==> src/hdl/lsu_pkg.sv <==
package lsu_pkg;

	localparam int unsigned XLEN  = 32;
	localparam int unsigned BYTES = XLEN / 8;	// byte lanes per word

	// funct3 load/store codes
	// bit 2 set means zero extension on loads
	localparam logic [2:0] F3_B  = 3'b000;
	localparam logic [2:0] F3_H  = 3'b001;
	localparam logic [2:0] F3_W  = 3'b010;
	localparam logic [2:0] F3_BU = 3'b100;
	localparam logic [2:0] F3_HU = 3'b101;

	// command as issued by the core
	typedef struct packed {
		logic            store;
		logic [2:0]      funct3;
		logic [XLEN-1:0] base;
		logic [11:0]     offset;	// signed immediate
		logic [XLEN-1:0] wdata;
		logic [4:0]      rd;
	} lsu_cmd_t;

	// decoded request with effective byte address
	typedef struct packed {
		logic            store;
		logic [2:0]      funct3;
		logic [XLEN-1:0] addr;
		logic [XLEN-1:0] wdata;
		logic [4:0]      rd;
		logic            misaligned;
	} mem_req_t;

	// one response per command
	typedef struct packed {
		logic [4:0]      rd;
		logic [XLEN-1:0] rdata;
		logic            misaligned;
		logic            store;
	} lsu_rsp_t;

endpackage

==> src/hdl/lsu_decode.sv <==
module lsu_decode (
	input  logic              clk,
	input  logic              reset,
	input  logic              cmd_valid,
	input  lsu_pkg::lsu_cmd_t cmd,
	output logic              req_valid,
	output lsu_pkg::mem_req_t req
);

	import lsu_pkg::*;

	logic [XLEN-1:0] offset_ext;
	logic [XLEN-1:0] eff_addr;
	logic            misaligned;

	// sign extend the 12 bit immediate
	assign offset_ext = {{(XLEN-12){cmd.offset[11]}}, cmd.offset};
	assign eff_addr   = cmd.base + offset_ext;

	// alignment depends only on the access width
	always_comb begin
		case (cmd.funct3[1:0])
			F3_H[1:0]: begin
				misaligned = eff_addr[0];
			end
			F3_W[1:0]: begin
				misaligned = |eff_addr[1:0];
			end
			default: begin
				misaligned = 1'b0;	// bytes are always aligned
			end
		endcase
	end

	always_ff @(posedge clk) begin
		if (reset) begin
			req_valid <= 1'b0;
		end else begin
			req_valid <= cmd_valid;
		end
	end

	// payload follows the valid bit
	always_ff @(posedge clk) begin
		req <= '{
			store:      cmd.store,
			funct3:     cmd.funct3,
			addr:       eff_addr,
			wdata:      cmd.wdata,
			rd:         cmd.rd,
			misaligned: misaligned
		};
	end

endmodule

==> config.mk <==
export PLATFORM = sky130hd
export DESIGN_NAME = lsu_decode
export DESIGN_NICKNAME = d
export VERILOG_FILES = /design/src/hdl/lsu_pkg.sv /design/src/hdl/lsu_decode.sv
export SDC_FILE = /design/constraint.sdc
export NUM_CORES = 1
export LEC_CHECK = 0
export BUFFER_PORTS_ARGS = -buffer_cell sky130_fd_sc_hd__buf_4
export CAP_MARGIN = 25
export CORE_ASPECT_RATIO = 1.25
export CORE_MARGIN = 2
export CORE_UTILIZATION = 52
export CTS_BUF_LIST = sky130_fd_sc_hd__clkbuf_2 sky130_fd_sc_hd__clkbuf_4 sky130_fd_sc_hd__clkbuf_8
export DETAILED_ROUTE_END_ITERATION = 16
export GPL_TIMING_DRIVEN = 0
export PLACE_DENSITY = 0.95
export SYNTH_ARGS = -nofsm -noshare
export SYNTH_HDL_FRONTEND = slang
export SYNTH_SLANG_ARGS = --single-unit
export TNS_END_PERCENT = 10
==> constraint.sdc <==
create_clock -name clk -period 5.8 [get_ports clk]
set_input_delay 0.29 -clock clk [delete_from_list [all_inputs] [get_ports clk]]
set_output_delay 0.29 -clock clk [all_outputs]
set_load 0.03 [all_outputs]
# --- After elaboration in Yosys (flattened, before gate mapping) ---
# Cells that the tools add are included.
word_totals:
  reg_bits: 75
  input_bits: 88
  wordCells: 12
classes:
  n_reduce_logical: 1
  add_sub_neg: 1
  n_eq_ne: 2
  n_mux: 1
ops:
  columns: ["operator", "count"]
  rows:
  - ["32-bit adder", 1]
  - ["2-bit by 1-bit equality test with 1-bit output (second input constant)", 1]
  - ["2-bit equality test (second input constant)", 1]
  - ["1-bit one-hot mux with 2 select lines", 1]
  - ["2-bit OR reduction", 1]

# --- Logic depth before layout (Yosys ltp) ---
depth:
  depth_word: 3
  mapped_depth: 10
  depth_no_buf: 9

# --- Least setup slack after synthesis ---
# Ideal clock, no wire load.
synth_path:
  path_type: "input -> register"
  from: "in cmd[37] (netlist name)"
  to: "reg req[64] (netlist name)"
  setup_time_ps: 117
  arrival_ps: 2264
  path_slack_ps: 3419
  stages: 10
  path_cell_list: "ha_1 > fa_1 > a21o_1 > a211o_1 > a211o_1 > a21oi_1 > or2_1 > buf_6 > o2111ai_1 > and4b_1"
synth_between:
  elab_chain_cells: 1
synth_lines:
  columns: ["element", "line_no", "rtl"]
  rows:
  - ["start: declaration", "lsu_decode.sv:5", "input lsu_pkg::lsu_cmd_t cmd,"]
  - ["32-bit adder", "lsu_decode.sv:18", "assign eff_addr = cmd.base + offset_ext;"]
  - ["via eff_addr[26]", "lsu_decode.sv:13", "logic [XLEN-1:0] eff_addr;"]
  - ["end signal: assignment", "lsu_decode.sv:45", "req <= '{"]
  - ["end: declaration", "lsu_decode.sv:7", "output lsu_pkg::mem_req_t req"]
# The timed path passes the listed nets, and every way through them passes these cells.
# A chain may end at the register's enable or synchronous reset.

# --- Worst setup path in the final report ---
layout_path:
  from: "in cmd[37] (netlist name)"
  to: "reg req[62] (netlist name)"
# Same word-level chain as after synthesis.

==> impl_metrics.ini <==
[floorplanning]
ioPinCount = 163
chipHeight_um = 94.33
initial_utilization_pct = 54.35
rows = 32
core_area_sq_mm = 0.006246
fp.dieArea_sq_mm = 0.007194
die-width_um = 76.27

[grt]
overflow = 0
antenna_found_initial = 0
grt_start_max_net_pins = 22
first_pass_grt_wire_length_um = 17130
vias_in_the_first_global_route = 3257
groute.usage.overall_pct = 30.78

[finish]
finalInstanceArea_sq_mm = 0.004927
drive_above_1_share_pct = 39.41
fillerInstances = 443
nNetsFinal = 627
final_cells = 595
antenna-diode-count = 0
layout_area_overhead_pct = 45.15

[synthesis]
synth.most_common_cell = dfxtp_1
ys_dominant_reg_cell = dfxtp_1
synth_fp_nets = 454
ys_types = 58
mappedNetlistArea_sq_mm = 0.003395
synth_seq_cells = 75
postSynth.asyncResetShare_pct = 0
syn_area_per_cell_sq_um = 10.22
synth.cells.most_frequent = dfxtp_1, ha_1, nand2_1
synth.yosys.seq_area_share_pct = 44.23
synth_top_cell_area_share_pct = 44.23
yosysWarningCount = 0
synthDominantAreaCellType = dfxtp_1
netlist_instances = 332
synth_enable_flop_cells = 0
yosys-top-cells-area = dfxtp_1, ha_1, xnor2_1

[timing]
fmaxAchievable_ghz = 0.4211
hold_violation_total_from_the_final_report = 0
slew_headroom_pct = 64.98
tightestPinTransition_ns = 0.5252
finalSetupViolations = 0
min_period_over_period_pct = 40.95
sum_neg_setup_slack_ns = 0
post-route-min-period_ns = 2.375
grt_setup_unrepaired = no
final-max-slew-violation-count = 0

[outcome]
result_of_the_run = completed

[worst_hold_path]
hold_class = input pin to register
worstHoldPathCells = 1
hold_path_startpoint = cmd[15]
holdPathEnd = req[16]$_DFF_P_

[power]
total_leakage_power_nw = 2.350
worst_ir_drop_vdd_mv = 0.1989
powerDensity_mw_per_mm2 = 315.3
p_total_w = 0.001554

[setup_path]
worst-path-max-fanout = 5
worst-endpoint-arrival_ns = 2.65
startpoint = cmd[37]
setup.worst_path.end_class = register
crit_path_cells = buf_4 > ha_1 > fa_1 > a21o_1 > a211o_1 > a211o_1 > a21boi_4 > o21ai_1 > a21oi_1 > xnor2_1
timing.setup.critical_path_class = input pin to register
timing.critical_path.slowest_cell_delay_ns = 0.40
worstPathRequired_ns = 6.07
worstSetupStartpointType = input pin
crit_path_top_delay_cell = fa_1
most_used_cell_cp = a211o_1

[detailed_routing]
drt.antenna.violating_nets = 0
wire_per_inst_um = 18.17
drt_first_pass_iters = 6
via_per_inst = 5.464
drcViolationCount = 0
routed-via-count = 3251
dr.first_iter.drc_count = 121
drt-total-wl_um = 10810

[place]
dp_hpwl_um = 8338
place.port_buffers = 162
dp_cells = 579
gp_congestion = 0.8754
detailed_place.area_sq_mm = 0.004717

[clock_network]
cts_setup_buffers = 0
clock_sink_count = 75
clock_tree.root_cell = clkbuf_8
cts_buffer_depth = 2
tritoncts.num_buffers = 9
tritoncts_clock_tree = done
post_cts_resize_count = 0
hold_buffers = 0
cts_htree_levels = 3
path_clk_slew_ns = 0.08

[job]
max_cap_violations = 0
layer usage:
metal / vias up / part of all wire, % / global-route usage [%] / routed length [um]
met1: 1483 / 37 / 31.96 / 3960
met4: 0 / 3.9 / 17.73 / 423
met2: 179 / 51 / 54.94 / 5519
met3: 38 / 8.4 / 9.943 / 909
met5: - / 0 / 0 / 0
li1: 1551 / - / - / -
cell type report:
class / count / area [sq um] / area share (%)
well taps: 85 / 106.4 / 2.158
clock buffers: 10 / 137.6 / 2.793
plain buffers: 6 / 40.04 / 0.8126
clock inverters: 6 / 72.57 / 1.473
flip-flops and latches: 75 / 1501 / 30.47
inverters: 7 / 26.28 / 0.5333
repair buffers: 162 / 1216 / 24.68
multi-input cells: 244 / 1827 / 37.07
cells in the final DEF, fill, tap and decap left out, drive strengths merged, types with 2 or more instances in the layout:
cell       n
a2111oi    3
a211o      3
a211oi     2
a21boi     4
a21o      11
a21oi     31
a311oi     2
a31oi      3
a41oi      2
and2       2
buf      166
clkbuf    12
clkinv     3
dfxtp     75
ha        33
inv        9
nand2     31
nand3      6
nand4      3
nor2      21
nor2b      4
nor3       7
nor4       3
o2111ai    2
o211ai     2
o21a       2
o21ai     12
o21bai     4
o31ai      5
or3        2
or4        2
xnor2     18
xor2      11
worst max-delay path by stage:
stage                 endpoint  slack (ns)  depth (start not counted)
3_5_place_dp   req[64]$_DFF_P_        3.09                         11
6_report       req[62]$_DFF_P_        3.43                         10
3_3_place_gp   req[64]$_DFF_P_        3.16                         11
2_1_floorplan  req[64]$_DFF_P_        3.42                         10
4_1_cts        req[64]$_DFF_P_        3.47                         11
5_1_grt        req[69]$_DFF_P_        3.27                          9
logic make-up (layout without fill, tap and decap cells):
logic type | after synthesis | in the layout | share of synthesized area (%)
xor gates and xnor gates | 29 | 29 | 7.482
adders and majority gates | 34 | 34 | 12.75
AOI/OAI and AO/OA | 96 | 96 | 21.86
and+or+nand+nor | 84 | 84 | 11.43
muxes | 1 | 1 | 0.2949
DFF | 75 | 75 | 44.23
buffers and inverters | 13 | 191 | 1.953
flip-flops by register name, summed over array words and instances (netlist names):
signal and flops:
req_valid 1, req 74
per-stage QoR:
stage               setup slack [ns]  hold WS [ns]  util (%)
floorplan                      3.419        0.3177         -
global placement               3.160        0.3946     75.52
detailed placement             3.089        0.3956     75.52
CTS                            3.469       0.02571     78.89
global route                   3.274       0.02304     78.89
finish                         3.425       0.03764     78.89
where the power goes:
| part | switching [W] | internal, W | leakage [nW] |
|---|---|---|---|
| combinational | 0.000317 | 0.000216 | 1.61 |
| sequential | 0.0000211 | 0.000581 | 0.633 |
| clock | 0.000203 | 0.000216 | 0.109 |
worst max-delay path: cells and delay by family:
family	cells	cell delay [ns]
XOR/XNOR	1	0.16
adder cells (fa/ha/maj)	2	0.63
AO/OA/AOI/OAI	6	1.45
buffers and inverters	1	0.11
Power figures use the tool's default switching activity.
