==> src/hdl/lsu_pkg.sv <==
package lsu_pkg;

	localparam int unsigned XLEN  = 32;
	localparam int unsigned BYTES = XLEN / 8;	// byte lanes per word

	// funct3 load/store codes
	// bit 2 set means zero extension on loads
	localparam logic [2:0] F3_B  = 3'b000;
	localparam logic [2:0] F3_H  = 3'b001;
	localparam logic [2:0] F3_W  = 3'b010;
	localparam logic [2:0] F3_BU = 3'b100;
	localparam logic [2:0] F3_HU = 3'b101;

	// command as issued by the core
	typedef struct packed {
		logic            store;
		logic [2:0]      funct3;
		logic [XLEN-1:0] base;
		logic [11:0]     offset;	// signed immediate
		logic [XLEN-1:0] wdata;
		logic [4:0]      rd;
	} lsu_cmd_t;

	// decoded request with effective byte address
	typedef struct packed {
		logic            store;
		logic [2:0]      funct3;
		logic [XLEN-1:0] addr;
		logic [XLEN-1:0] wdata;
		logic [4:0]      rd;
		logic            misaligned;
	} mem_req_t;

	// one response per command
	typedef struct packed {
		logic [4:0]      rd;
		logic [XLEN-1:0] rdata;
		logic            misaligned;
		logic            store;
	} lsu_rsp_t;

endpackage

==> src/hdl/lsu_execute.sv <==
module lsu_execute #(
	parameter int unsigned MEM_WORDS = 1024
) (
	input  logic                           clk,
	input  logic                           reset,
	input  logic                           req_valid,
	input  lsu_pkg::mem_req_t              req,
	output logic                           we,
	output logic [lsu_pkg::BYTES-1:0]      byteenable,
	output logic [$clog2(MEM_WORDS)-1:0]   addr,
	output logic [lsu_pkg::XLEN-1:0]       din,
	output logic                           pend_valid,
	output lsu_pkg::mem_req_t              pend
);

	import lsu_pkg::*;

	localparam int unsigned ADDR_W = $clog2(MEM_WORDS);

	logic [1:0]       lane;
	logic [BYTES-1:0] lane_mask;

	assign lane = req.addr[1:0];

	// one, two or four lanes starting at the byte offset
	always_comb begin
		case (req.funct3[1:0])
			F3_B[1:0]: begin
				lane_mask = BYTES'(1) << lane;
			end
			F3_H[1:0]: begin
				lane_mask = BYTES'(3) << lane;
			end
			default: begin
				lane_mask = '1;
			end
		endcase
	end

	// misaligned stores are dropped here
	assign we         = req_valid & req.store & ~req.misaligned;
	assign byteenable = we ? lane_mask : '0;
	assign din        = req.wdata << {lane, 3'b000};	// move store data onto its lanes
	assign addr       = req.addr[ADDR_W+1:2];	// word address

	// hold the request while the RAM read is in flight
	always_ff @(posedge clk) begin
		if (reset) begin
			pend_valid <= 1'b0;
		end else begin
			pend_valid <= req_valid;
		end
	end

	always_ff @(posedge clk) begin
		pend <= req;
	end

endmodule

==> config.mk <==
export PLATFORM = sky130hd
export DESIGN_NAME = lsu_execute
export DESIGN_NICKNAME = d
export VERILOG_FILES = /design/src/hdl/lsu_pkg.sv /design/src/hdl/lsu_execute.sv
export SDC_FILE = /design/constraint.sdc
export NUM_CORES = 1
export LEC_CHECK = 0
export ABC_AREA = 0
export BUFFER_PORTS_ARGS = -buffer_cell sky130_fd_sc_hd__clkbuf_2
export CAP_MARGIN = 20
export CORE_MARGIN = 2
export CORE_UTILIZATION = 39
export DETAILED_ROUTE_END_ITERATION = 7
export PLACE_DENSITY_LB_ADDON = 0.12
export SLEW_MARGIN = 5
export SYNTH_ARGS = -nofsm -noshare
export SYNTH_HDL_FRONTEND = slang
export SYNTH_SLANG_ARGS = --single-unit
==> constraint.sdc <==
create_clock -name clk -period 1.6 [get_ports clk]
set_clock_uncertainty 0.05 [all_clocks]
set_input_delay 0 -clock clk [delete_from_list [all_inputs] [get_ports clk]]
set_output_delay 0 -clock clk [all_outputs]
set_load 0.02 [all_outputs]
=== After elaboration in Yosys (flattened, before gate mapping) ===
Index checks and enable logic that the tools add are counted.

* Bits in latches: 0
* Logic and storage cells: 17
* Bits in read-only memories: 0
* Memories: 0
* Memory bits (writable): 0
* Flip-flop bits (word level): 75

* $mul: 0
* $lt $le $gt $ge: 0
* Muxes and demuxes: 2
* Divide/modulo/power cells: 0
* Bitwise logic cells: 3
* Reduce and logical (&&, ||, !) cells: 1
* Equal/unequal tests: 1
* Shifts and indexed selects: 3
* Add/subtract/negate cells: 0

{| class="wikitable"
|+ Operator list
! cell !! number
|-
| $shl A32 B5 Y32 || 1
|-
| $pmux W4 S2 || 1
|-
| $mux W4 || 1
|-
| $shl A1 B2 Y4 const A || 1
|-
| $shl A2 B2 Y4 const A || 1
|-
| $and A1 B1 Y1 || 2
|-
| $eq A2 B1 Y1 const B || 1
|-
| $logic_not A2 Y1 || 1
|-
| $not A1 Y1 || 1
|}

=== Longest topological paths before layout ===
* Depth in word-level cells: 3
* Depth in mapped cells: 4
* Gate-level depth less buffers: 3

=== Worst setup path after synthesis ===
Ideal clock, no wire load.

* Path type: input to output
* Start point: in req[38] in the netlist's numbering
* End point: out din[24] in the netlist's numbering
* Required time: 1.550 ns
* Slack: 0.726 ns
* Path buffers: 2
* Data arrival time: 0.824 ns
* Stages on the path: 3
* Cell sequence: buf_2 buf_4 mux2i_1

* Word-level cells in the longest chain between the ends: 1

{| class="wikitable"
|+ RTL lines
! element !! RTL line !! RTL
|-
| from (decl) || lsu_execute.sv:7 || <nowiki>input lsu_pkg::mem_req_t req,</nowiki>
|-
| $shl A32 B5 Y32 || lsu_execute.sv:43 || <nowiki>assign din = req.wdata << {lane, 3'b000};</nowiki>
|-
| to (decl) || lsu_execute.sv:11 || <nowiki>output logic [lsu_pkg::XLEN-1:0] din,</nowiki>
|}

No other way between the ends.

=== Worst setup path in the final report ===
* Start point: in req[0] in the netlist's numbering
* End point: out byteenable[0] in the netlist's numbering

* Word-level cells in the longest chain between the ends: 3

{| class="wikitable"
|+ RTL lines
! element !! RTL line !! RTL
|-
| $not A1 Y1 || lsu_execute.sv:41 || <nowiki>assign we = req_valid & req.store & ~req.misaligned;</nowiki>
|-
| $and A1 B1 Y1 || lsu_execute.sv:41 ||
|-
| $mux W4 || lsu_execute.sv:42 || <nowiki>assign byteenable = we ? lane_mask : '0;</nowiki>
|-
| to (decl) || lsu_execute.sv:9 || <nowiki>output logic [lsu_pkg::BYTES-1:0] byteenable,</nowiki>
|}

No other way between the ends.

==> metrics.csv <==
metric;value;unit
via count;2204;
Final HPWL DP;4740;um
Largest stage delay, worst path;0.54;ns
startpoint types;input pin;
starting density of the core;39.9;%
DP Worst Slack;0.383;ns
Least-Margin Pin Slew;0.450;ns
PD cells;1100;mW/mm^2
first-pass GRT wire length;11400;um
Critical Path Fanout Max;4;
Final Cycle Share;83.6;%
final wirelength;7730;um
syn_nets;239;
Worst path depth;6;
Synth area leaders;dfxtp_1 (69%), mux2i_1 (15%), buf_4 (4.5%), o2bb2ai_1 (3.2%), and2_1 (2.3%);
CORE AREA;0.00547;mm^2
GPL Wtd Cong;0.735;
DIE WIDTH;78.8;um
drt first-iter violations;43;
pin count of the biggest net entering global routing;15;
CP Class;input pin to output port;
initial antenna violation count;0;
RSZ-0062 raised after global routing;no;
GR Overflow Total;0;
Syn Inst Count;162;
design area;0.00418;mm^2
CP Buf/Inv Count;4;
wire per inst;15.1;um
drt first pass iters;4;
Reg clk slew, reported paths;0.08;ns
Die Footprint;0.00622;mm^2
slew margin rel.;69.9;%
crit-path leading delay family;buffers and inverters;
Core Util, Final;76.4;%
vias in the first global route;2268;
via/cell ratio;4.30;
num rows;27;
H-tree depth;3;
Layout area overhead;91.4;%
worst endpoint required time;1.55;ns
NumNets Final;512;
Peak VDD IR;687;uV
critical path's most frequent cell;clkbuf_2;
GR Util All Layers;24.7;%
CTS tree;done;
Critical path origin;req[0];
Clock Tree Buf Depth;2;
register bit total from synthesis;75;
leading area contributor after synthesis;dfxtp_1;
# DRC;0;
Cell Chain, Critical Path;dlygate4sd3_1 -> clkbuf_2 -> nand3b_1 -> inv_1 -> o21a_1 -> clkbuf_2;
Mean Syn Cell Area;13.5;um^2
Setup Viol. Count Final;0;
hold depth;2;
CP max stage cell;dlygate4sd3_1;
Post-DRT Antenna Nets;0;
CTS sink cnt;75;
Placed Area;0.00319;mm^2
final worst setup slack;0.263;ns
Tmin final;1.34;ns
Crit. End Element;output port;
status;finished clean;
Synth top area share;68.7;%
post-route total power;4.59;mW
Netlist cell types;19;
Worst Path Arrival;1.29;ns
io pins;199;
Final Slew Violations;0;
Fillers;376;
Final TNS setup;0;ns
number of CTS-inserted buffers;9;
Critical Path End;byteenable[0];
hold crit path type;input pin to flip-flop;
layout cell share with drive strength beyond 1;50.5;%
endpoints failing hold;0;
Synth warnings;0;
Static Leak;2.21;nW
Post-Syn Area;0.00218;mm^2
Seq/Total Area, Yosys;68.7;%
clock root buffer;clkbuf_8;
port bufs;198;
Fmax;748;MHz
max_cap viols;0;
die height;78.8;um
repair_timing:
| action | 4_1_cts | 5_1_grt |
|---|---|---|
| setup endpoints to repair | 0 | 0 |
| gates resized for setup | 0 | 0 |
| hold endpoints to repair | 73 | 0 |
| setup buffers | 0 | 0 |
| hold buffers | 74 | 0 |
cells by family after synthesis:
kind of cell	count (synthesis)	synth area share, %
AO/OA/AOI/OAI	14	4.87
buffers and inverters	19	6.24
flip-flops	75	68.7
AND/OR/NAND/NOR	22	5.50
multiplexers	32	14.7
through the flow:
step,std cells,hold WS (ns)
2_1_floorplan,162,-0.0223
3_3_place_gp,422,0.0520
3_5_place_dp,422,0.0539
4_1_cts,512,0.0924
5_1_grt,512,0.122
6_report,513,0.109
placed cells by master, fill, tap and decap left out, types with 2 or more instances in the layout:
master,count
clkbuf_2,198
dfxtp_1,75
dlygate4sd3_1,74
mux2i_1,32
clkbuf_8,9
and2_1,8
nor2_1,8
o2bb2ai_1,8
buf_4,7
bufinv_16,3
nor2b_1,2
nand3b_1,2
inv_1,2
a21oi_1,2
inv_6,2
where the power goes:
part	switching (mW)	internal [mW]	leakage (nW)
sequential	0.0259	1.97	0.633
clock	0.723	1.05	0.120
combinational	0.463	0.366	1.45
total	1.21	3.38	2.21
state kept, by name (all words and copies together) (netlist names):
signal / flops
pend: 74
pend_valid: 1
per-layer routing:
| layer | up-vias | part of all wire [%] | GRT usage [%] |
|---|---|---|---|
| li1 | 1080 | - | - |
| met1 | 995 | 35 | 22.8 |
| met2 | 121 | 56 | 49.1 |
| met3 | 8 | 8.2 | 9.55 |
| met4 | 0 | 1.0 | 7.59 |
| met5 | - | 0 | 0 |
cell usage after synthesis (all sizes together):
library cell and number:
clkbuf 1, nor2b 2, a31oi 1, nand3b 2, buf 16, nand2b 1, inv 2, o21ai 1
mux2i 32, o2bb2ai 8, o21a 1, dfxtp 75, nor2 9, and2 8, o21bai 1, a21oi 2
worst min path at each step:
stage | slack [ns] | endpoint | startpoint
3_5_place_dp | 0.05 | pend[50] | req[50]
4_1_cts | 0.09 | pend[39] | req[39]
2_1_floorplan | -0.02 | pend[0] | req[0]
5_1_grt | 0.12 | pend[39] | req[39]
6_report | 0.11 | pend[39] | req[39]
3_3_place_gp | 0.05 | pend[57] | req[57]
area by class of cell:
cell class / count / area [um^2] / area share, %
clock inverter: 7 / 124 / 2.96
tap: 72 / 90.1 / 2.16
sequential: 75 / 1500 / 35.9
clock buffer: 9 / 124 / 2.96
timing repair buffer: 279 / 1780 / 42.7
inverter: 2 / 7.51 / 0.180
antenna: 1 / 2.50 / 0.0599
multi-input combinational: 68 / 547 / 13.1
Note: power is estimated with default switching activity, not from simulation.
