--- src/hdl/lsu_pkg.sv ---
package lsu_pkg;

	localparam int unsigned XLEN  = 32;
	localparam int unsigned BYTES = XLEN / 8;	// byte lanes per word

	// funct3 load/store codes
	// bit 2 set means zero extension on loads
	localparam logic [2:0] F3_B  = 3'b000;
	localparam logic [2:0] F3_H  = 3'b001;
	localparam logic [2:0] F3_W  = 3'b010;
	localparam logic [2:0] F3_BU = 3'b100;
	localparam logic [2:0] F3_HU = 3'b101;

	// command as issued by the core
	typedef struct packed {
		logic            store;
		logic [2:0]      funct3;
		logic [XLEN-1:0] base;
		logic [11:0]     offset;	// signed immediate
		logic [XLEN-1:0] wdata;
		logic [4:0]      rd;
	} lsu_cmd_t;

	// decoded request with effective byte address
	typedef struct packed {
		logic            store;
		logic [2:0]      funct3;
		logic [XLEN-1:0] addr;
		logic [XLEN-1:0] wdata;
		logic [4:0]      rd;
		logic            misaligned;
	} mem_req_t;

	// one response per command
	typedef struct packed {
		logic [4:0]      rd;
		logic [XLEN-1:0] rdata;
		logic            misaligned;
		logic            store;
	} lsu_rsp_t;

endpackage

--- src/hdl/lsu_result.sv ---
module lsu_result (
	input  logic                     clk,
	input  logic                     reset,
	input  logic                     pend_valid,
	input  lsu_pkg::mem_req_t        pend,
	input  logic [lsu_pkg::XLEN-1:0] dout,
	output logic                     rsp_valid,
	output lsu_pkg::lsu_rsp_t        rsp
);

	import lsu_pkg::*;

	logic [XLEN-1:0] shifted;
	logic [XLEN-1:0] load_data;
	logic            zext;

	// addressed byte or halfword down to lane 0
	assign shifted = dout >> {pend.addr[1:0], 3'b000};
	assign zext    = pend.funct3[2];

	always_comb begin
		case (pend.funct3[1:0])
			F3_B[1:0]: begin
				load_data = {{(XLEN-8){~zext & shifted[7]}}, shifted[7:0]};
			end
			F3_H[1:0]: begin
				load_data = {{(XLEN-16){~zext & shifted[15]}}, shifted[15:0]};
			end
			default: begin
				load_data = shifted;
			end
		endcase

		// stores and misaligned loads return zero
		if (pend.store || pend.misaligned) begin
			load_data = '0;
		end
	end

	always_ff @(posedge clk) begin
		if (reset) begin
			rsp_valid <= 1'b0;
		end else begin
			rsp_valid <= pend_valid;
		end
	end

	always_ff @(posedge clk) begin
		rsp <= '{
			rd:         pend.rd,
			rdata:      load_data,
			misaligned: pend.misaligned,
			store:      pend.store
		};
	end

endmodule

--- config.mk ---
export PLATFORM = sky130hd
export DESIGN_NAME = lsu_result
export DESIGN_NICKNAME = d
export VERILOG_FILES = /design/src/hdl/lsu_pkg.sv /design/src/hdl/lsu_result.sv
export SDC_FILE = /design/constraint.sdc
export NUM_CORES = 1
export LEC_CHECK = 0
export BUFFER_PORTS_ARGS = -buffer_cell sky130_fd_sc_hd__buf_4
export CAP_MARGIN = 20
export CORE_MARGIN = 2
export CORE_UTILIZATION = 42
export CTS_BUF_LIST = sky130_fd_sc_hd__clkbuf_4 sky130_fd_sc_hd__clkbuf_8
export CTS_CLUSTER_DIAMETER = 40
export CTS_CLUSTER_SIZE = 12
export DETAILED_ROUTE_END_ITERATION = 16
export GPL_TIMING_DRIVEN = 0
export PLACE_DENSITY_LB_ADDON = 0.2
export RECOVER_POWER = 100
export SETUP_SLACK_MARGIN = 0.5
export SYNTH_ARGS = -nofsm -noshare
export SYNTH_HDL_FRONTEND = slang
export SYNTH_SLANG_ARGS = --single-unit
--- constraint.sdc ---
create_clock -name clk -period 4.6 [get_ports clk]
set_input_delay 0.92 -clock clk [delete_from_list [all_inputs] [get_ports clk]]
set_output_delay 0.92 -clock clk [all_outputs]
set_load 0.02 [all_outputs]
* Word level (Yosys, flattened, before mapping) *
Index checks and enable logic that the tools add are counted.

word-level totals
  memory bits (read-only) = 0
  memories = 0
  memory bits (writable) = 0
  output and inout bits = 40
  bits of input ports = 109
  flip-flop bits (word level) = 40
  word-level logic and storage cells = 13
  latch bits = 0

cells by class
  multiplexer cells = 1
  bitwise logic cells = 3
  reduce and logical (&&, ||, !) cells = 2
  $add $sub $neg = 0
  order comparisons = 0
  divide/modulo/power cells = 0
  shifts and indexed selects = 1
  multiply operators = 0
  equal/unequal tests = 1

operator list
  operator                                                         count
  32-bit one-hot mux with 2 select lines                           1
  32-bit by 5-bit right shift with 32-bit output                   1
  1-bit bitwise AND                                                2
  2-bit by 1-bit == test with 1-bit output, second input constant  1
  2-bit zero test                                                  1
  1-bit logical OR                                                 1
  1-bit inverter                                                   1

* Logic depth before layout (Yosys ltp) *
Gate-level depths: netlist (run 1).

  depth in word-level cells = 3
  mapped depth = 6

* Least setup slack after synthesis (run 1) *
Ideal clock, no wire load.

  path type = input port to flip-flop
  from = input port pend[0] (netlist bit)
  to = register rsp[19] (netlist bit)
  library setup time = 0.083 ns
  stages on the path = 6
  data required time = 4.517 ns
  arrival = 2.066 ns
  slack = 2.451 ns
  cells stage by stage = or2_1 > buf_6 > or3_1 > buf_6 > buf_12 > o31ai_4

on the way
  longest elaborated chain between the ends = 1

RTL lines
  item                  RTL line          text
  from (decl)           lsu_result.sv:5   input lsu_pkg::mem_req_t pend,
  1-bit logical OR      lsu_result.sv:35  if (pend.store || pend.misaligned) begin
  to (signal assigned)  lsu_result.sv:49  rsp <= '{
  to (decl)             lsu_result.sv:8   output lsu_pkg::lsu_rsp_t rsp

No other way between the ends.
A chain may end at the register's enable or synchronous reset.

* Worst setup path in the final report (run 1) *
  from = input port pend[39] (netlist bit)
  to = register rsp[19] (netlist bit)

on the way
  longest elaborated chain between the ends = 3
  elaborated cells on any way between the ends = 4
  classes of those cells = shift: 1; mux: 1; bitwise: 2

RTL lines
  item                                                RTL line                            text
  32-bit by 5-bit right shift with 32-bit output (*)  lsu_result.sv:18                    assign shifted = dout >> {pend.addr[1:0], 3'b000};
  1-bit bitwise AND (on tied branches)                lsu_result.sv:27, lsu_result.sv:24
  32-bit one-hot mux with 2 select lines (*)          lsu_result.sv:22                    case (pend.funct3[1:0])

Mark *: on every way between the ends. The rest lies on a longest branch, timed or not.

==> results.json, run 1 <==
{
  "grt_pass1_wl_um": 6460,
  "design.portCount": 149,
  "leakage_nw": 0.956,
  "fp.coreArea_um2": 4000,
  "synth_warnings": 0,
  "die_area_um2": 4660,
  "seqPwrFrac": 0.460,
  "final_cell_mix": "clkbuf_1, dfxtp_1, buf_4",
  "min_period_ns": 2.65,
  "setup_viol": 0,
  "grt_setup_unrepaired": "no",
  "dr.pass1.iters": 4,
  "met3_wirelength_um": 293,
  "routed_wl_um": 4270,
  "critPathRequiredTime_ns": 4.82,
  "slew_headroom": 0.290,
  "clkPwrFrac": 0.364,
  "overflow": 0,
  "cts_hold_buffers": 0,
  "p_int_w": 0.000587,
  "max_cap_violations": 0,
  "ys.flop_type": "dfxtp_1",
  "crit_path_cell_trace": "clkbuf_1 > clkbuf_1 > nor4b_1 > clkbuf_1 > nand2_1 > o31ai_4",
  "power_w": 0.000794,
  "startpoint_type": "input port",
  "drc": 0,
  "syn_to_final_growth_pct": 35.9,
  "slowest_stage": "nor4b_1",
  "wl_per_cell_um": 14.1,
  "vias": 1489,
  "clockBufferDepth": 2,
  "wl_met2_um": 1940,
  "htree_levels": 2,
  "switching_power_w": 0.000207,
  "rows": 23,
  "nNetsFinal": 360,
  "topRoutingLayerUsed": "met4",
  "clock.fmax_mhz": 377,
  "worst_setup_path_end_kind": "flip-flop",
  "critical_path_class": "in -> reg",
  "grt_max_degree": 15,
  "whs_path_depth": 1,
  "cts_root_buffer": "clkbuf_8",
  "drt_iter0_markers": 83,
  "synthArstFlopShare": 0,
  "p_sw_frac": 0.260,
  "tightest_slew_ns": 1.05,
  "slowest_delay_ns": 0.97,
  "first_global_vias": 1353,
  "dpl.hpwl_um": 3380,
  "peakVddDrop_mv": 0.165,
  "min-delay-start": "pend[4]",
  "dieHeight_um": 68.3,
  "ys_seq_elements": 40,
  "synth.distinct_cells": 27,
  "place.port_buffers": 86,
  "p_per_area_nw_per_um2": 337,
  "syn-num-nets": 267,
  "holdCritPathClass": "in -> reg",
  "cts_resized": 0,
  "yosysSeqAreaShare": 0.462,
  "drive_above_1_share": 0.302,
  "gp_congestion": 0.875,
  "cts_buffers": 5,
  "synthTopCellsByArea": "dfxtp_1, mux2_2, o31ai_2, mux2i_1, a221oi_1",
  "wl_met1_um": 1950,
  "drv_slew": 0,
  "num-fill-cells": 384,
  "yosys.area.top_type_share": 0.462,
  "postRouteAntennaNets": 0,
  "status": "finished, final reports clean",
  "n_antenna_cell": 0,
  "finalSetupTns_ns": 0,
  "cts.clk_slew.worst_paths_ns": 0.08,
  "fin_crit_sh": 0.576,
  "die_x_um": 68.3,
  "synthCells": 158,
  "cts_tree": "yes",
  "synth_edf_count": 0,
  "initial_core_util": 0.434,
  "worst_hold_slack_ns": 0.740,
  "postCtsSetupBuffers": 0,
  "avgSynthCellArea_um2": 11.0,
  "arrival_ns": 2.87,
  "synth_top_cell_by_area": "dfxtp_1",
  "mostFrequentLayoutCell": "clkbuf_1",
  "worst-path-max-fanout": 10,
  "min_to": "rsp[37]",
  "hold_viol": 0,
  "clkSinkCount": 40,
  "grt_antenna_before_repair": 0,
  "crit_path_frequent_cell": "clkbuf_1",
  "syn_area_um2": 1730,
  "track_usage": 0.192,
  "avgViaCountPerCell": 4.93,
  "p_comb_frac": 0.176
}
[worst max path at each step]
stage	endpoint	depth (start not counted)	slack, ns	start
2_1_floorplan	rsp[19]	6	2.45	pend[0]
3_3_place_gp	rsp[28]	6	2.20	pend[39]
3_5_place_dp	rsp[27]	6	2.17	pend[39]
4_1_cts	rsp[27]	6	2.48	pend[39]
5_1_grt	rsp[19]	6	1.71	pend[39]
6_report	rsp[19]	6	1.95	pend[39]
[per-layer routing]
metal / vias to the layer above / global-route usage
met4: 0 / 0.0875
met5: - / 0
met3: 13 / 0.0428
met1: 650 / 0.259
li1: 772 / -
met2: 54 / 0.290
[per-stage QoR]
| stage | cell area (µm²) | worst slack [ns] | utilization | std cells |
|---|---|---|---|---|
| after floorplan | 1730 | 2.45 | - | 158 |
| after global placement | 2440 | 2.20 | 0.611 | 294 |
| after detailed placement | 2440 | 2.17 | 0.611 | 294 |
| after CTS | 2560 | 2.48 | 0.640 | 302 |
| after global routing | 2360 | 1.71 | 0.589 | 302 |
| final | 2360 | 1.95 | 0.589 | 302 |
[Yosys cell counts (2+ instances only)]
cell	instances
dfxtp_1	40
a211oi_1	7
nand2_1	8
o31ai_2	9
nor2_1	9
buf_2	6
nor3_1	8
nand3_1	8
mux2i_1	10
o31ai_1	6
a221oi_1	8
clkbuf_1	4
buf_6	2
inv_1	2
nor2b_1	4
mux2_2	16
[power groups by stage]
stage,Combinational (W),Clock [W],Sequential (W)
after detailed placement,0.000157,0,0.000374
after global placement,0.000156,0,0.000374
after CTS,0.000157,0.000294,0.000366
final,0.000140,0.000289,0.000365
after floorplan,0.0000639,0,0.000394
after global routing,0.000153,0.000309,0.000367
[worst max-delay path, delay by kind of cell]
kind	cells	cell delay [ns]
and+or+nand+nor	2	1.13
buffers and inverters	3	0.73
AOI/OAI and AO/OA	1	0.08
[state kept, by name, indices dropped and copies added (netlist names)]
register and cells:
rsp 39, rsp_valid 1
[cells by family (layout without fill, tap and decap cells)]
logic type,count (synthesis),after routing,share of synthesized area
AO/OA/AOI/OAI,34,34,0.189
AND/OR/NAND/NOR,41,41,0.118
buffers and inverters,16,110,0.0570
multiplexers,27,27,0.175
flip-flops,40,40,0.462
[layout make-up]
class | instances | area [µm²] | share of cell area
Clock buffer | 5 | 68.8 | 0.0292
Timing Repair Buffer | 86 | 480 | 0.204
Sequential cell | 40 | 801 | 0.340
Multi-Input combinational cell | 102 | 803 | 0.341
Buffer | 14 | 86.3 | 0.0366
Inverter | 2 | 7.51 | 0.00318
Tap cell | 50 | 62.6 | 0.0265
Clock inverter | 3 | 47.5 | 0.0202
(Power assumes the default switching activity.)
==> run 2: changes to the inputs <==
--- a/config.mk
+++ b/config.mk
@@ -8,7 +8,7 @@
 export BUFFER_PORTS_ARGS = -buffer_cell sky130_fd_sc_hd__buf_4
 export CAP_MARGIN = 20
 export CORE_MARGIN = 2
-export CORE_UTILIZATION = 42
+export CORE_UTILIZATION = 39
 export CTS_BUF_LIST = sky130_fd_sc_hd__clkbuf_4 sky130_fd_sc_hd__clkbuf_8
 export CTS_CLUSTER_DIAMETER = 40
 export CTS_CLUSTER_SIZE = 12
==> constraint.sdc (replaced) <==
create_clock -name clk -period 2.7 [get_ports clk]
set_input_delay 0.54 -clock clk [delete_from_list [all_inputs] [get_ports clk]]
set_output_delay 0.54 -clock clk [all_outputs]
set_load 0.02 [all_outputs]
==> results.json, run 2 (synthesized netlist as in run 1, its figures left out) <==
{
  "vias": 1510,
  "hold_viol": 0,
  "drv_slew": 0,
  "power_w": 0.00135,
  "wl_per_cell_um": 14.3,
  "cts_buffers": 5,
  "htree_levels": 2,
  "overflow": 0,
  "grt_max_degree": 14,
  "postCtsSetupBuffers": 0,
  "syn_to_final_growth_pct": 35.9,
  "drc": 0,
  "routed_wl_um": 4350,
  "fin_crit_sh": 0.718,
  "clockBufferDepth": 2,
  "place.port_buffers": 86,
  "cts.clk_slew.worst_paths_ns": 0.08,
  "final_cell_mix": "clkbuf_1, dfxtp_1, buf_4",
  "max_flop_register": "rsp",
  "dieHeight_um": 70.7,
  "largest_registers": "rsp x39, rsp_valid x1",
  "design.portCount": 149,
  "largest_reg_flops": 39,
  "die_x_um": 70.7,
  "clock.fmax_mhz": 516,
  "avgViaCountPerCell": 4.97,
  "cts_hold_buffers": 0,
  "crit_path_cell_trace": "clkbuf_1 > clkbuf_1 > nor4b_2 > clkbuf_1 > nand3_1 > o31ai_2",
  "drive_above_1_share": 0.306,
  "dpl.hpwl_um": 3340,
  "gp_congestion": 0.803,
  "cts_root_buffer": "clkbuf_8",
  "grt_pass1_wl_um": 6840,
  "path_delay_family": "simple AND/OR/NAND/NOR gates",
  "cp_num_buf_inv": 3,
  "slowest_stage": "nor4b_2",
  "cts_resized": 0,
  "leakage_nw": 0.955,
  "grt_antenna_before_repair": 0,
  "critical_path_class": "in -> reg",
  "initial_core_util": 0.401,
  "track_usage": 0.173,
  "final_cell_area_um2": 2360,
  "crit_path_frequent_cell": "clkbuf_1",
  "finalSetupTns_ns": 0,
  "nNetsFinal": 360,
  "arrival_ns": 2.16,
  "slew_headroom": 0.590,
  "slowest_delay_ns": 0.65,
  "tightest_slew_ns": 0.614,
  "postRouteAntennaNets": 0,
  "place_inst": 296,
  "die_area_um2": 5000,
  "mostFrequentLayoutCell": "clkbuf_1",
  "grt_setup_unrepaired": "no",
  "cts_tree": "yes",
  "min_period_ns": 1.94,
  "placed_area_um2": 2440,
  "p_per_area_nw_per_um2": 571,
  "worst_setup_path_end_kind": "flip-flop",
  "critPathRequiredTime_ns": 2.92,
  "drt_iter0_markers": 51,
  "max_cap_violations": 0,
  "fp.coreArea_um2": 4320,
  "peakVddDrop_mv": 0.284,
  "startpoint_type": "input port",
  "n_antenna_cell": 0,
  "status": "finished, final reports clean",
  "clkSinkCount": 40,
  "holdCritPathClass": "in -> reg",
  "setup_viol": 0,
  "finalNonFillerCells": 304,
  "first_global_vias": 1382,
  "worst-path-max-fanout": 10,
  "dr.pass1.iters": 4,
  "rows": 24
}
==> run 2: cell types whose count changed in the layout (fill, tap and decap cells not counted), sizes merged <==
cell,before,now
clkinv,2,1
clkinvlp,0,1
==> run 2: final cells by class <==
class / count / area [µm²]
Fill cell: 446 / 1970
Multi-Input combinational cell: 102 / 806
Sequential cell: 40 / 801
Timing Repair Buffer: 86 / 480
Buffer: 14 / 86.3
Clock buffer: 5 / 68.8
Tap cell: 52 / 65.1
Clock inverter: 3 / 42.5
Inverter: 2 / 7.51
==> run 2: per-stage QoR <==
step | util | hold slack, ns | setup WS (ns)
3_5_place_dp | 0.565 | 0.646 | 0.657
4_1_cts | 0.591 | 0.336 | 0.968
6_report | 0.545 | 0.360 | 0.762
5_1_grt | 0.545 | 0.350 | 0.581
2_1_floorplan | - | 0.568 | 0.931
3_3_place_gp | 0.565 | 0.645 | 0.679
==> run 2: worst paths after layout <==
check                 startpoint       to  slack (ns)  cells after the start
worst min-delay path     pend[5]  rsp[38]        0.36                      1
worst max-delay path    pend[39]  rsp[28]        0.76                      6
==> run 2: routing by layer <==
metal | track usage | share of wire
met1 | 0.235 | 0.48
met2 | 0.264 | 0.43
met3 | 0.0527 | 0.070
met4 | 0.0587 | 0.020
met5 | 0 | 0
==> run 2: report_power, final <==
part           total [W]  switching (W)  leakage (nW)  internal (W)
Sequential      0.000623     0.00000653         0.329      0.000616
Combinational   0.000239       0.000133         0.572      0.000106
Clock           0.000484       0.000210        0.0541      0.000273
Total            0.00135       0.000350         0.955      0.000995
==> run 3: changes to the inputs <==
--- a/config.mk
+++ b/config.mk
@@ -8,7 +8,7 @@
 export BUFFER_PORTS_ARGS = -buffer_cell sky130_fd_sc_hd__buf_4
 export CAP_MARGIN = 20
 export CORE_MARGIN = 2
-export CORE_UTILIZATION = 39
+export CORE_UTILIZATION = 35
 export CTS_BUF_LIST = sky130_fd_sc_hd__clkbuf_4 sky130_fd_sc_hd__clkbuf_8
 export CTS_CLUSTER_DIAMETER = 40
 export CTS_CLUSTER_SIZE = 12
==> constraint.sdc (replaced) <==
create_clock -name clk -period 1.6 [get_ports clk]
set_input_delay 0.32 -clock clk [delete_from_list [all_inputs] [get_ports clk]]
set_output_delay 0.32 -clock clk [all_outputs]
set_load 0.02 [all_outputs]
==> results.json, run 3 (synthesized netlist as in run 1, its figures left out) <==
{
  "slew_headroom": 0.697,
  "vias": 1593,
  "cts_root_buffer": "clkbuf_8",
  "routed_wl_um": 5120,
  "mostFrequentLayoutCell": "buf_4",
  "fp.coreArea_um2": 4750,
  "largest_reg_flops": 39,
  "n_antenna_cell": 0,
  "dpl.hpwl_um": 3520,
  "arrival_ns": 1.62,
  "setup_viol": 0,
  "grt_pass1_wl_um": 7380,
  "hold_viol": 0,
  "clkSinkCount": 40,
  "postLayoutCoreUtil": 0.583,
  "drc": 0,
  "worst_setup_path_end_kind": "flip-flop",
  "avgViaCountPerCell": 4.87,
  "initial_core_util": 0.365,
  "p_comb_frac": 0.230,
  "grt_antenna_before_repair": 0,
  "cts_tree": "yes",
  "p_per_area_nw_per_um2": 823,
  "whs_path_depth": 1,
  "clockBufferDepth": 2,
  "syn_to_final_growth_pct": 59.7,
  "p_int_w": 0.00167,
  "cts_buffers": 5,
  "htree_levels": 2,
  "final_cell_mix": "buf_4, clkbuf_1, dfxtp_1",
  "leakage_nw": 1.13,
  "min_to": "rsp[38]",
  "seqPwrFrac": 0.462,
  "gp_congestion": 0.751,
  "rows": 25,
  "clkPwrFrac": 0.309,
  "nNetsFinal": 369,
  "num-fill-cells": 456,
  "finalNonFillerCells": 327,
  "slowest_stage": "o31ai_1",
  "holdCritPathClass": "in -> reg",
  "dr.pass1.iters": 4,
  "clock.fmax_mhz": 690,
  "worstSetupStartpoint": "pend[73]",
  "largest_registers": "rsp x39, rsp_valid x1",
  "drv_slew": 0,
  "worst-path-max-fanout": 8,
  "critical_path_class": "in -> reg",
  "design.portCount": 149,
  "track_usage": 0.179,
  "min_period_ns": 1.45,
  "max_flop_register": "rsp",
  "postRouteAntennaNets": 0,
  "first_global_vias": 1542,
  "crit_path_cell_trace": "clkbuf_1 > or2_0 > buf_6 > or3_4 > buf_8 > o31ai_1",
  "grt_setup_unrepaired": "yes",
  "critPathRequiredTime_ns": 1.77,
  "switching_power_w": 0.000611,
  "grt_max_degree": 12,
  "drt_iter0_markers": 71,
  "peakVddDrop_mv": 0.377,
  "overflow": 0,
  "slowest_delay_ns": 0.34,
  "place_inst": 311,
  "wl_per_cell_um": 15.7,
  "dieHeight_um": 74.4,
  "place.port_buffers": 86,
  "min-delay-start": "pend[5]",
  "die_x_um": 74.4,
  "cp_num_buf_inv": 3,
  "status": "finished, final reports clean",
  "die_area_um2": 5530,
  "drive_above_1_share": 0.469,
  "p_sw_frac": 0.268,
  "cts.clk_slew.worst_paths_ns": 0.07,
  "startpoint_type": "input port",
  "tightest_slew_ns": 0.454,
  "max_cap_violations": 0,
  "fin_crit_sh": 0.906,
  "path_delay_family": "simple AND/OR/NAND/NOR gates"
}
==> run 3: stage by stage <==
step           power [W]  cell area, µm²  hold slack, ns  TNS (ns)  worst slack, ns
2_1_floorplan    0.00133            1770           0.348         0           0.0771
3_3_place_gp     0.00154            2500           0.424     -1.90           -0.180
3_5_place_dp     0.00154            2500           0.426     -1.96           -0.216
4_1_cts          0.00227            2720           0.126         0            0.214
5_1_grt          0.00237            2770           0.147         0            0.111
6_report         0.00228            2770           0.151         0            0.150
==> run 3: how the worst max path moves through the flow <==
stage                    to  slack [ns]  cells past startpoint
global placement    rsp[27]       -0.18                      6
global route        rsp[25]        0.11                      7
finish              rsp[33]        0.15                      6
floorplan           rsp[20]        0.08                      6
detailed placement  rsp[27]       -0.22                      6
CTS                 rsp[19]        0.21                      7
==> run 3: repair_timing <==
item | in CTS | in global routing
setup buffers | 2 | 6
gates resized for setup | 14 | 56
pin swaps | 3 | 12
hold buffers | 0 | 0
gates cloned | 1 | 0
setup endpoints to repair | 24 | 35
==> run 3: metal layers <==
layer | vias to the layer above | share of wire | track usage
met5 | - | 0 | 0
met4 | 0 | 0.024 | 0.0853
met3 | 11 | 0.050 | 0.0393
met2 | 52 | 0.50 | 0.295
met1 | 740 | 0.43 | 0.221
li1 | 790 | - | -
==> run 3: final cells by class <==
cell class	count	area (µm²)	area share
buffer	14	139	0.0501
clock buffer	7	96.3	0.0348
inverter	2	7.51	0.00271
multi-input combinational	102	1010	0.366
sequential	40	801	0.289
tap	67	83.8	0.0303
timing repair buffer	95	629	0.227
==> run 3: power groups by stage <==
stage | logic (W) | registers (W) | clock network [W]
floorplan | 0.000193 | 0.00113 | 0
global placement | 0.000462 | 0.00107 | 0
detailed placement | 0.000463 | 0.00108 | 0
CTS | 0.000494 | 0.00105 | 0.000722
global route | 0.000558 | 0.00106 | 0.000755
finish | 0.000524 | 0.00105 | 0.000703
